## src/hw/am_lock_pkg.sv

```systemverilog
package am_lock_pkg;

	localparam int AM_LEN  = 48; // Marker width.
	localparam int N_LANES = 20;
	localparam int LANE_W  = 5;
	localparam int CNT_W   = 3; // Thresholds and counters.

	// Fixed alignment marker per virtual lane.
	function automatic logic [AM_LEN-1:0] am_table(input logic [LANE_W-1:0] lane);
		logic [AM_LEN-1:0] marker;
		case (lane)
			5'd0:    marker = 48'hC168213E97DE;
			5'd1:    marker = 48'h9D718E628E71;
			5'd2:    marker = 48'h594BE8A6B417;
			5'd3:    marker = 48'h4D957BB26A84;
			5'd4:    marker = 48'hF507090AF8F6;
			5'd5:    marker = 48'hDD14C222EB3D;
			5'd6:    marker = 48'h9A4A2665B5D9;
			5'd7:    marker = 48'h7B456684BA99;
			5'd8:    marker = 48'hA024765FDB89;
			5'd9:    marker = 48'h68C9FB973604;
			5'd10:   marker = 48'hFD6C99029366;
			5'd11:   marker = 48'hB99155466EAA;
			5'd12:   marker = 48'h5CB9B2A3464D;
			5'd13:   marker = 48'h1AF8BDE50742;
			5'd14:   marker = 48'h83C7CA7C3835;
			5'd15:   marker = 48'h3536CDCAC932;
			5'd16:   marker = 48'hC4314C3BCEB3;
			5'd17:   marker = 48'hADD6B7522948;
			5'd18:   marker = 48'h5F662AA099D5;
			5'd19:   marker = 48'hC0F0E53F0F1A;
			default: marker = '0;
		endcase
		return marker;
	endfunction

	typedef enum logic [1:0]
	{
		ST_IDLE,
		ST_FIND,
		ST_CONFIRM,
		ST_LOCKED
	} lock_state_e;

	// Control register layout, enable in bit 0.
	typedef struct packed
	{
		logic [CNT_W-1:0] bad_thresh;
		logic [CNT_W-1:0] good_thresh;
		logic             enable;
	} am_cfg_t;

	typedef struct packed
	{
		logic              locked;
		logic [LANE_W-1:0] lane;
		lock_state_e       state;
	} am_status_t;

endpackage

```

## src/hw/am_lock_cfg_regs.sv

```systemverilog
module am_lock_cfg_regs
(
	input  logic                    i_clock,
	input  logic                    i_reset,
	input  logic                    i_cfg_write,
	input  logic                    i_cfg_addr,
	input  logic [7:0]              i_cfg_wdata,
	input  am_lock_pkg::am_status_t i_status,

	output am_lock_pkg::am_cfg_t    o_cfg,
	output logic [7:0]              o_cfg_rdata
);

	localparam int CFG_W = $bits(am_lock_pkg::am_cfg_t);
	localparam am_lock_pkg::am_cfg_t CFG_RESET = '{
		bad_thresh:  3'd4,
		good_thresh: 3'd2,
		enable:      1'b1
	};

	am_lock_pkg::am_cfg_t ctrl_q;

	always_ff @(posedge i_clock)
	begin
		if (i_reset)
			ctrl_q <= CFG_RESET;
		else if (i_cfg_write && !i_cfg_addr) // Status address is read only.
			ctrl_q <= am_lock_pkg::am_cfg_t'(i_cfg_wdata[CFG_W-1:0]);
	end

	assign o_cfg = ctrl_q;

	always_comb
	begin
		if (i_cfg_addr)
			o_cfg_rdata = i_status;
		else
			o_cfg_rdata = {{(8 - CFG_W){1'b0}}, ctrl_q};
	end

endmodule

```

## src/hw/am_lock_comparator.sv

```systemverilog
module am_lock_comparator
#(
	parameter int N_LANES = am_lock_pkg::N_LANES
)
(
	input  logic                           i_enable_mask,
	input  logic                           i_timer_done,
	input  logic [am_lock_pkg::AM_LEN-1:0] i_am_value,
	input  logic [N_LANES-1:0]             i_match_mask,

	output logic                           o_match,
	output logic [N_LANES-1:0]             o_match_vector
);

	localparam int LW = am_lock_pkg::LANE_W;

	logic [N_LANES-1:0] hits;
	logic               window;

	always_comb
	begin
		hits = '0;
		for (int i = 0; i < N_LANES; i++)
		begin
			if ((am_lock_pkg::am_table(LW'(i)) == i_am_value) && i_match_mask[i])
				hits[i] = 1'b1;
		end
	end

	// Open during search or on the expected marker slot.
	assign window         = i_timer_done | i_enable_mask;
	assign o_match        = (|hits) & window;
	assign o_match_vector = hits;

endmodule

```

## src/hw/am_lock_fsm.sv

```systemverilog
module am_lock_fsm
#(
	parameter int N_LANES = am_lock_pkg::N_LANES
)
(
	input  logic                           i_clock,
	input  logic                           i_reset,
	input  logic                           i_block_valid,
	input  logic                           i_match,
	input  logic [N_LANES-1:0]             i_match_vector,
	input  logic                           i_timer_done,
	input  am_lock_pkg::am_cfg_t           i_cfg,

	output logic                           o_enable_mask,
	output logic [N_LANES-1:0]             o_match_mask,
	output logic                           o_restart,
	output am_lock_pkg::am_status_t        o_status,
	output logic                           o_locked,
	output logic [am_lock_pkg::LANE_W-1:0] o_lane
);

	localparam int LW = am_lock_pkg::LANE_W;
	localparam int CW = am_lock_pkg::CNT_W;
	localparam logic [N_LANES-1:0] ALL_LANES = '1;

	am_lock_pkg::lock_state_e state_q;
	am_lock_pkg::lock_state_e state_d;
	logic [CW-1:0]            good_q;
	logic [CW-1:0]            good_d;
	logic [CW-1:0]            bad_q;
	logic [CW-1:0]            bad_d;
	logic [N_LANES-1:0]       mask_q;
	logic [N_LANES-1:0]       mask_d;
	logic [LW-1:0]            lane_q;
	logic [LW-1:0]            lane_d;
	logic                     locked_q;
	logic [CW:0]              good_inc;
	logic [CW:0]              bad_inc;

	function automatic logic [LW-1:0] lane_index(input logic [N_LANES-1:0] onehot);
		logic [LW-1:0] idx;
		idx = '0;
		for (int i = 0; i < N_LANES; i++)
		begin
			if (onehot[i])
				idx = idx | LW'(i);
		end
		return idx;
	endfunction

	assign good_inc = {1'b0, good_q} + 1'b1;
	assign bad_inc  = {1'b0, bad_q} + 1'b1;

	always_comb
	begin
		state_d   = state_q;
		good_d    = good_q;
		bad_d     = bad_q;
		mask_d    = mask_q;
		lane_d    = lane_q;
		o_restart = 1'b0;
		if (i_block_valid)
		begin
			if (!i_cfg.enable)
			begin
				state_d = am_lock_pkg::ST_IDLE;
				good_d  = '0;
				bad_d   = '0;
				mask_d  = ALL_LANES;
				lane_d  = '0;
			end
			else
			begin
				unique case (state_q)
					am_lock_pkg::ST_IDLE:
						state_d = am_lock_pkg::ST_FIND;
					am_lock_pkg::ST_FIND:
					begin
						if (i_match)
						begin
							mask_d    = i_match_vector; // Lock search to this lane.
							lane_d    = lane_index(i_match_vector);
							good_d    = CW'(1);
							bad_d     = '0;
							o_restart = 1'b1;
							if (i_cfg.good_thresh <= CW'(1))
								state_d = am_lock_pkg::ST_LOCKED;
							else
								state_d = am_lock_pkg::ST_CONFIRM;
						end
					end
					am_lock_pkg::ST_CONFIRM:
					begin
						if (i_match)
						begin
							good_d = good_inc[CW-1:0];
							if (good_inc >= {1'b0, i_cfg.good_thresh})
								state_d = am_lock_pkg::ST_LOCKED;
						end
						else if (i_timer_done)
						begin
							state_d = am_lock_pkg::ST_FIND; // Missed marker.
							good_d  = '0;
							mask_d  = ALL_LANES;
							lane_d  = '0;
						end
					end
					am_lock_pkg::ST_LOCKED:
					begin
						if (i_match)
						begin
							bad_d = '0;
						end
						else if (i_timer_done)
						begin
							bad_d = bad_inc[CW-1:0];
							if (bad_inc >= {1'b0, i_cfg.bad_thresh})
							begin
								state_d = am_lock_pkg::ST_FIND;
								good_d  = '0;
								bad_d   = '0;
								mask_d  = ALL_LANES;
								lane_d  = '0;
							end
						end
					end
				endcase
			end
		end
	end

	always_ff @(posedge i_clock)
	begin
		if (i_reset)
		begin
			state_q  <= am_lock_pkg::ST_IDLE;
			good_q   <= '0;
			bad_q    <= '0;
			mask_q   <= ALL_LANES;
			lane_q   <= '0;
			locked_q <= 1'b0;
		end
		else
		begin
			state_q  <= state_d;
			good_q   <= good_d;
			bad_q    <= bad_d;
			mask_q   <= mask_d;
			lane_q   <= lane_d;
			locked_q <= (state_d == am_lock_pkg::ST_LOCKED);
		end
	end

	// Mask is all ones outside confirm and locked.
	assign o_enable_mask = (state_q == am_lock_pkg::ST_FIND);
	assign o_match_mask  = mask_q;
	assign o_locked      = locked_q;
	assign o_lane        = lane_q;
	assign o_status      = '{locked: locked_q, lane: lane_q, state: state_q};

endmodule

```

## src/hw/am_lock_top.sv

```systemverilog
module am_lock_top
#(
	parameter int AM_PERIOD = 16384
)
(
	input  logic                           i_clock,
	input  logic                           i_reset,
	input  logic                           i_block_valid,
	input  logic [am_lock_pkg::AM_LEN-1:0] i_am_value,
	input  logic                           i_cfg_write,
	input  logic                           i_cfg_addr,
	input  logic [7:0]                     i_cfg_wdata,

	output logic [7:0]                     o_cfg_rdata,
	output logic                           o_locked,
	output logic [am_lock_pkg::LANE_W-1:0] o_lane
);

	localparam int N_LANES = am_lock_pkg::N_LANES;

	logic                    enable_mask;
	logic                    timer_done;
	logic                    match;
	logic [N_LANES-1:0]      match_mask;
	logic [N_LANES-1:0]      match_vector;
	logic                    restart;
	am_lock_pkg::am_cfg_t    cfg;
	am_lock_pkg::am_status_t status;

	am_lock_comparator #(.N_LANES(N_LANES)) u_comparator
	(
		.i_enable_mask  (enable_mask),
		.i_timer_done   (timer_done),
		.i_am_value     (i_am_value),
		.i_match_mask   (match_mask),
		.o_match        (match),
		.o_match_vector (match_vector)
	);

	am_period_timer #(.AM_PERIOD(AM_PERIOD)) u_timer
	(
		.i_clock       (i_clock),
		.i_reset       (i_reset),
		.i_block_valid (i_block_valid),
		.i_restart     (restart),
		.o_timer_done  (timer_done)
	);

	am_lock_fsm #(.N_LANES(N_LANES)) u_fsm
	(
		.i_clock        (i_clock),
		.i_reset        (i_reset),
		.i_block_valid  (i_block_valid),
		.i_match        (match),
		.i_match_vector (match_vector),
		.i_timer_done   (timer_done),
		.i_cfg          (cfg),
		.o_enable_mask  (enable_mask),
		.o_match_mask   (match_mask),
		.o_restart      (restart),
		.o_status       (status),
		.o_locked       (o_locked),
		.o_lane         (o_lane)
	);

	am_lock_cfg_regs u_regs
	(
		.i_clock     (i_clock),
		.i_reset     (i_reset),
		.i_cfg_write (i_cfg_write),
		.i_cfg_addr  (i_cfg_addr),
		.i_cfg_wdata (i_cfg_wdata),
		.i_status    (status),
		.o_cfg       (cfg),
		.o_cfg_rdata (o_cfg_rdata)
	);

endmodule

```

## src/hw/am_period_timer.sv

```systemverilog
module am_period_timer
#(
	parameter int AM_PERIOD = 16384
)
(
	input  logic i_clock,
	input  logic i_reset,
	input  logic i_block_valid,
	input  logic i_restart,

	output logic o_timer_done
);

	localparam int TW = (AM_PERIOD > 1) ? $clog2(AM_PERIOD) : 1;
	localparam logic [TW-1:0] TERM = TW'(AM_PERIOD - 1);

	logic [TW-1:0] count_q; // Valid blocks since restart.

	assign o_timer_done = i_block_valid && (count_q == TERM);

	always_ff @(posedge i_clock)
	begin
		if (i_reset)
		begin
			count_q <= '0;
		end
		else if (i_block_valid)
		begin
			// Restart block and terminal block both begin a new period.
			if (i_restart || o_timer_done)
				count_q <= '0;
			else
				count_q <= count_q + 1'b1;
		end
	end

endmodule

```

## config.mk

```make
export PLATFORM = sky130hd
export DESIGN_NAME = am_lock_top
export DESIGN_NICKNAME = d
export VERILOG_FILES = /design/src/hw/am_lock_pkg.sv /design/src/hw/am_lock_cfg_regs.sv /design/src/hw/am_lock_comparator.sv /design/src/hw/am_lock_fsm.sv /design/src/hw/am_lock_top.sv /design/src/hw/am_period_timer.sv
export SDC_FILE = /design/constraint.sdc
export NUM_CORES = 1
export LEC_CHECK = 0
export ABC_CLOCK_PERIOD_IN_PS = 4000
export BUFFER_PORTS_ARGS = -buffer_cell sky130_fd_sc_hd__buf_2
export CORE_MARGIN = 1
export CORE_UTILIZATION = 40
export DETAILED_ROUTE_END_ITERATION = 6
export PLACE_DENSITY = 0.7
export SLEW_MARGIN = 15
export SYNTH_ARGS = -nofsm -noshare
export SYNTH_HDL_FRONTEND = slang
export SYNTH_HIERARCHICAL = 1
export SYNTH_SLANG_ARGS = --single-unit
```

## constraint.sdc

```tcl
create_clock -name i_clock -period 4 [get_ports i_clock]
set_clock_uncertainty 0.15 [all_clocks]
set_input_delay 0.2 -clock i_clock [delete_from_list [all_inputs] [get_ports i_clock]]
set_output_delay 0.2 -clock i_clock [all_outputs]
set_load 0.005 [all_outputs]
```

==> impl_metrics.tcl, run 1 <==
set metrics [dict create \
    status "finished, final reports clean" \
    drtAntennaViolNets 0 \
    netlist_instances 468 \
    cts_tree "yes" \
    drt_iter0_drc 261 \
    synth_top_family_by_area "simple AND/OR/NAND/NOR gates" \
    synth_area_um2 4130 \
    synth.largest_area_cell "dfxtp_1" \
    period_minus_slack_ps 3440 \
    clock.fmax_mhz 291 \
    dpl.hpwl_mm 9.57 \
    layout-drive-gt1-share_pct 30.3 \
    synth_ff_type "dfxtp_1" \
    antenna_found_initial 0 \
    ys_seq_area_share_pct 26.6 \
    synth_adder_area_share_pct 2.72 \
    portBuffers 73 \
    fin_cells 685 \
    core_um2 9910 \
    ys_types 66 \
    grt_pass1_vias 4070 \
    synth-simple-area-share_pct 46.4 \
    dpl.cell_count 674 \
    place_ws_ps 373 \
    area_growth_pct 16.1 \
    die_w_um 104 \
    ys_seq_elements 55 \
    cts.clk_slew.worst_paths_ps 110 \
    min_period_over_period_pct 85.9 \
    post_drt_wl_per_cell_um 17.9 \
    synthMuxAreaShare_pct 9.44 \
    powerDensity_nw_per_um2 228 \
    num_rows 36 \
    finalSetupTns_ps 0 \
    worst_ep_arrival_time_ps 3540 \
    dieArea_um2 10700 \
    clk_path_buf_depth 2 \
    clock_latency_ps 320 \
    required_ps 4100 \
    critPathMaxFanout 12 \
    cts_resized 0 \
    synth_compound_gate_area_share_pct 7.08 \
    post_dp_cell_area_um2 4670 \
    hold_viol_final 0 \
    track_usage_pct 22.5 \
    synthesis.nets 538 \
    vias 4079 \
    root_buffer "clkbuf_8" \
    cts.sinks 55 \
    cts.htree.levels 2 \
    dr.pass1.iters 4 \
    ios 75 \
    avgViaCountPerCell 5.95 \
    num_antenna_cells 0 \
    synth_edf_count 0 \
    start_util_pct 41.7 \
    worstSetupPathType "reg2reg" \
    critPathCaptureType "flip-flop" \
    slew_violations 0 \
    synth-xor-area-share_pct 2.75 \
    syn_area_per_cell_um2 8.83 \
    slew-limit-headroom_pct 45.5 \
    yosys.area.top_type_share_pct 26.6 \
    rsz0062_at_grt "no" \
    ys_warn_count 6 \
    grt_max_degree 50 \
    irDropWorstVdd_mv 0.152 \
    grt_pass1_wl_mm 20.0 \
    synthTopCellsByArea "dfxtp_1 (27%), and4bb_2 (8.8%), nor2_1 (6.1%)" \
    async_flop_share_pct 0 \
    leakage_nw 1.91 \
    setup_viol 0 \
    setup_ws_ps 563 \
    drt_wl_total_mm 12.3 \
    cap_violations 0 \
    hold_path.class "in2reg" \
    drc 0 \
    die_height_um 104 \
    nets 621 \
    place.gp.congestion 0.904 \
    fin_area_um2 4800 \
    start_kind "flip-flop" \
    tightest_slew_ps 818 \
    grt_remaining_overflow 0 \
    numCtsBuffers 5 \
]
[sequential cells by signal, summed over array words and instances, names as in the netlist]
name and cells:
u_timer/count_q 14, u_fsm/o_match_mask 20, u_fsm/o_lane 5, u_fsm/bad_q 3
u_fsm/state_q 2, u_fsm/o_locked 1, u_fsm/good_q 3, u_regs/o_cfg 7
[routing by layer]
| metal | GRT usage (%) | share of wire (%) |
|---|---|---|
| met3 | 3.08 | 4.8 |
| met1 | 26.8 | 43 |
| met2 | 40.4 | 49 |
| met5 | 0 | 0 |
| met4 | 9.69 | 3.4 |
[worst max-delay path, stage by stage (launching register included)]
cell      delay [ps]
dfxtp_1          360
and3b_1          190
nand4_1          100
nor4_1            70
buf_4            150
nor4_1           330
nand3_1          130
o41a_1           560
nor2b_4          180
o21a_2           150
o221ai_4         160
nor2_2           310
buf_4            300
mux2i_1          230
[where the power goes]
part	leakage, nW	switching [W]	total, W	internal (W)
registers	0.447	0.0000148	0.000577	0.000562
clock network	0.0515	0.000210	0.000343	0.000132
logic	1.41	0.0000929	0.000174	0.0000816
[layout make-up]
| class | count | area, um2 |
|---|---|---|
| clock buffer | 5 | 68.8 |
| fill | 965 | 5110 |
| tap | 133 | 166 |
| sequential | 55 | 1100 |
| inverter | 7 | 26.3 |
| clock inverter | 3 | 33.8 |
| multi-input combinational | 382 | 2830 |
| timing repair buffer | 100 | 576 |
[layout by cell type, fill, tap and decap left out, types with 5 or more instances in the layout]
master / n
nor4_1: 28
nor4bb_1: 10
nor2b_1: 13
and4bb_2: 29
buf_2: 73
dfxtp_1: 55
nand4_1: 35
ha_1: 9
inv_1: 7
nand2_1: 20
nand2b_1: 8
nand3_1: 19
clkbuf_8: 5
o21ai_0: 8
buf_4: 24
mux2_4: 7
xor2_1: 9
nor3_1: 6
a21oi_1: 10
nor2_1: 67
mux2i_1: 24
[synth_stat cells (7+ instances only)]
cell type and instances:
mux2_4 7, and4bb_2 29, mux2i_1 24, ha_1 9
o21ai_0 8, buf_4 7, dfxtp_1 55, nor2_1 67
nand2b_1 8, nor2b_1 13, a21oi_1 10, nand2_1 20
nand4_1 35, nor4bb_1 10, nor4_1 28, nand3_1 19
xor2_1 9, buf_6 8, inv_1 7
[per-stage QoR]
stage          hold WS (ps)  total power, W  utilization (%)
3_3_place_gp            314        0.000752             47.1
6_report               14.5         0.00109             48.4
2_1_floorplan           216        0.000690                -
4_1_cts                9.31         0.00110             48.4
5_1_grt                30.0         0.00114             48.4
3_5_place_dp            321        0.000760             47.1
[what timing repair did]
action | CTS | global route
endpoints found under the hold margin | 3 | 0
hold buffers | 3 | 0
buffers inserted | 0 | 0
[worst paths after layout]
path                         start                    end  slack, ps  cells after the start
max          u_fsm/o_match_mask[5]  u_fsm/o_match_mask[7]        560                     13
min                 i_cfg_wdata[2]        u_regs/o_cfg[2]         10                      3
max reg2reg  u_fsm/o_match_mask[5]  u_fsm/o_match_mask[7]        560                     13
min reg2reg         u_fsm/bad_q[1]         u_fsm/bad_q[1]        350                      2
[cell families (layout without fill, tap and decap cells)]
group	count (synthesis)	count (layout)
DFF	55	55
xor gates and xnor gates	13	13
adders and majority gates	9	9
buffers and inverters	31	115
AOI/OAI and AO/OA	42	42
muxes	35	35
and+or+nand+nor	283	283
(Power assumes the default switching activity.)
==> run 2, diff against run 1 <==
ABC_CLOCK_PERIOD_IN_PS = 4350   (was 4000)
clock period = 4.35 ns   (was 4 ns; I/O delays follow)
==> run 2 against run 1 <==
Net effect:
- clock power decreased by 13%
- final area decreased by 1.4%
- die area unchanged
- flip-flop and latch count unchanged
- first-iteration DRC count decreased by 1.5%
- combinational power decreased by 9%
- global-route usage decreased by 0.39 points
- power decreased by 9.7%
- hold slack got worse by 1.1 ps
- via count decreased by 2.1%
- critical endpoint is now u_fsm/o_lane[3]
- largest power group unchanged
- highest routed layer unchanged
==> impl_metrics.tcl, run 2 (synthesized netlist as in run 1, its figures left out) <==
set metrics [dict create \
    drt_iter0_drc 257 \
    place.gp.congestion 0.944 \
    hold_depth 3 \
    numCtsBuffers 5 \
    worstReg2RegStart "u_timer/count_q[0]" \
    portBuffers 73 \
    start_util_pct 41.7 \
    cts.sinks 55 \
    r2r.worst_path.cells 12 \
    dpl.cell_count 669 \
    num_rows 36 \
    clock_latency_ps 320 \
    leakage_nw 1.87 \
    powerDensity_nw_per_um2 209 \
    antenna_found_initial 0 \
    dr.pass1.iters 4 \
    r2r_slack_ps 880 \
    hold_viol_final 0 \
    die_height_um 104 \
    final_cell_mix "buf_2 (73), nor2_1 (67), dfxtp_1 (55), nand4_1 (35), and4bb_2 (29)" \
    grt_pass1_wl_mm 19.5 \
    worst_ep_arrival_time_ps 3560 \
    start_kind "primary input" \
    critPathMaxFanout 13 \
    drt_wl_total_mm 12.0 \
    cts.clk_slew.worst_paths_ps 110 \
    min_from "i_cfg_wdata[0]" \
    setup_viol 0 \
    worstSetupPathType "in2reg" \
    ios 75 \
    tightest_slew_ps 821 \
    track_usage_pct 22.2 \
    post_drt_wl_per_cell_um 17.6 \
    nets 614 \
    die_w_um 104 \
    cts_resized 0 \
    min_to "u_regs/o_cfg[0]" \
    area_growth_pct 14.4 \
    irDropWorstVdd_mv 0.143 \
    hold_path.class "in2reg" \
    hold_ws_ps 13.4 \
    dpl.hpwl_mm 9.26 \
    postCtsHoldBufs 1 \
    layout-drive-gt1-share_pct 29.7 \
    cts_tree "yes" \
    finalSetupTns_ps 0 \
    period_minus_slack_ps 3500 \
    grt_remaining_overflow 0 \
    drc 0 \
    grt_max_degree 50 \
    fin_cells 678 \
    grt_pass1_vias 3881 \
    avgViaCountPerCell 5.89 \
    clk_path_buf_depth 2 \
    post_dp_cell_area_um2 4630 \
    clock.fmax_mhz 286 \
    slew_violations 0 \
    root_buffer "clkbuf_8" \
    fin_util_pct 47.7 \
    final_common_cell "buf_2" \
    cts.htree.levels 2 \
    core_um2 9910 \
    reg2reg_to "u_fsm/o_lane[3]" \
    vias 3992 \
    fin_area_um2 4730 \
    status "finished, final reports clean" \
    largest_register_ffs 20 \
    dieArea_um2 10700 \
    post-cts-setup-buffer-count 0 \
    rsz0062_at_grt "no" \
    num_antenna_cells 0 \
    slew-limit-headroom_pct 45.2 \
    drtAntennaViolNets 0 \
    cap_violations 0 \
    critPathCaptureType "flip-flop" \
    min_period_over_period_pct 80.4 \
    required_ps 4420 \
]
run 2: cell count changes in the layout (fill, tap and decap cells not counted), sizes merged:
cell         change
dlygate4sd3      -2
clkinvlp         +1
buf              -5
clkinv           -1
run 2: power by group:
group,leakage (nW),internal (W),switching (W)
Clock,0.0461,0.000117,0.000183
Sequential,0.447,0.000517,0.0000134
Combinational,1.38,0.0000732,0.0000848
run 2: per-stage QoR:
stage / setup slack [ps] / total power [W]
2_1_floorplan: 1360 / 0.000635
3_3_place_gp: 697 / 0.000692
3_5_place_dp: 591 / 0.000697
4_1_cts: 880 / 0.000993
5_1_grt: 702 / 0.00103
6_report: 852 / 0.000988
run 2: critical path: stages:
cell	delay, ps
buf_2	120
nor4bb_1	540
nand4_1	310
nor4_1	570
or4_1	200
o41a_1	420
nor2b_4	90
o21a_2	230
o221ai_4	300
nor2_2	70
buf_4	210
mux2_2	280
run 2: area by class of cell:
class	count	area, um2
tap	133	166
timing repair buffer	93	518
inverter	7	26.3
multi-input combinational	382	2830
sequential	55	1100
fill	978	5180
clock buffer	5	68.8
clock inverter	3	23.8
run 2: worst max path at each step:
| stage | end | startpoint | slack (ps) | cells after the start |
|---|---|---|---|---|
| after floorplan | u_fsm/o_lane[0] | i_am_value[41] | 1360 | 12 |
| after global placement | u_fsm/o_lane[0] | i_am_value[41] | 700 | 12 |
| after CTS | u_fsm/o_lane[1] | u_timer/count_q[0] | 880 | 12 |
| final | u_fsm/o_lane[3] | i_am_value[35] | 850 | 12 |
| after global routing | u_fsm/o_lane[3] | u_timer/count_q[0] | 700 | 12 |
| after detailed placement | u_fsm/o_lane[1] | i_am_value[35] | 590 | 12 |
run 2: layer usage:
metal	vias to the layer above	share of wire [%]	global-route usage, %
met5	-	0	0
met4	0	3.6	10.3
met3	28	4.6	2.58
met2	115	46	37.4
met1	1909	46	28.2
li1	1940	-	-
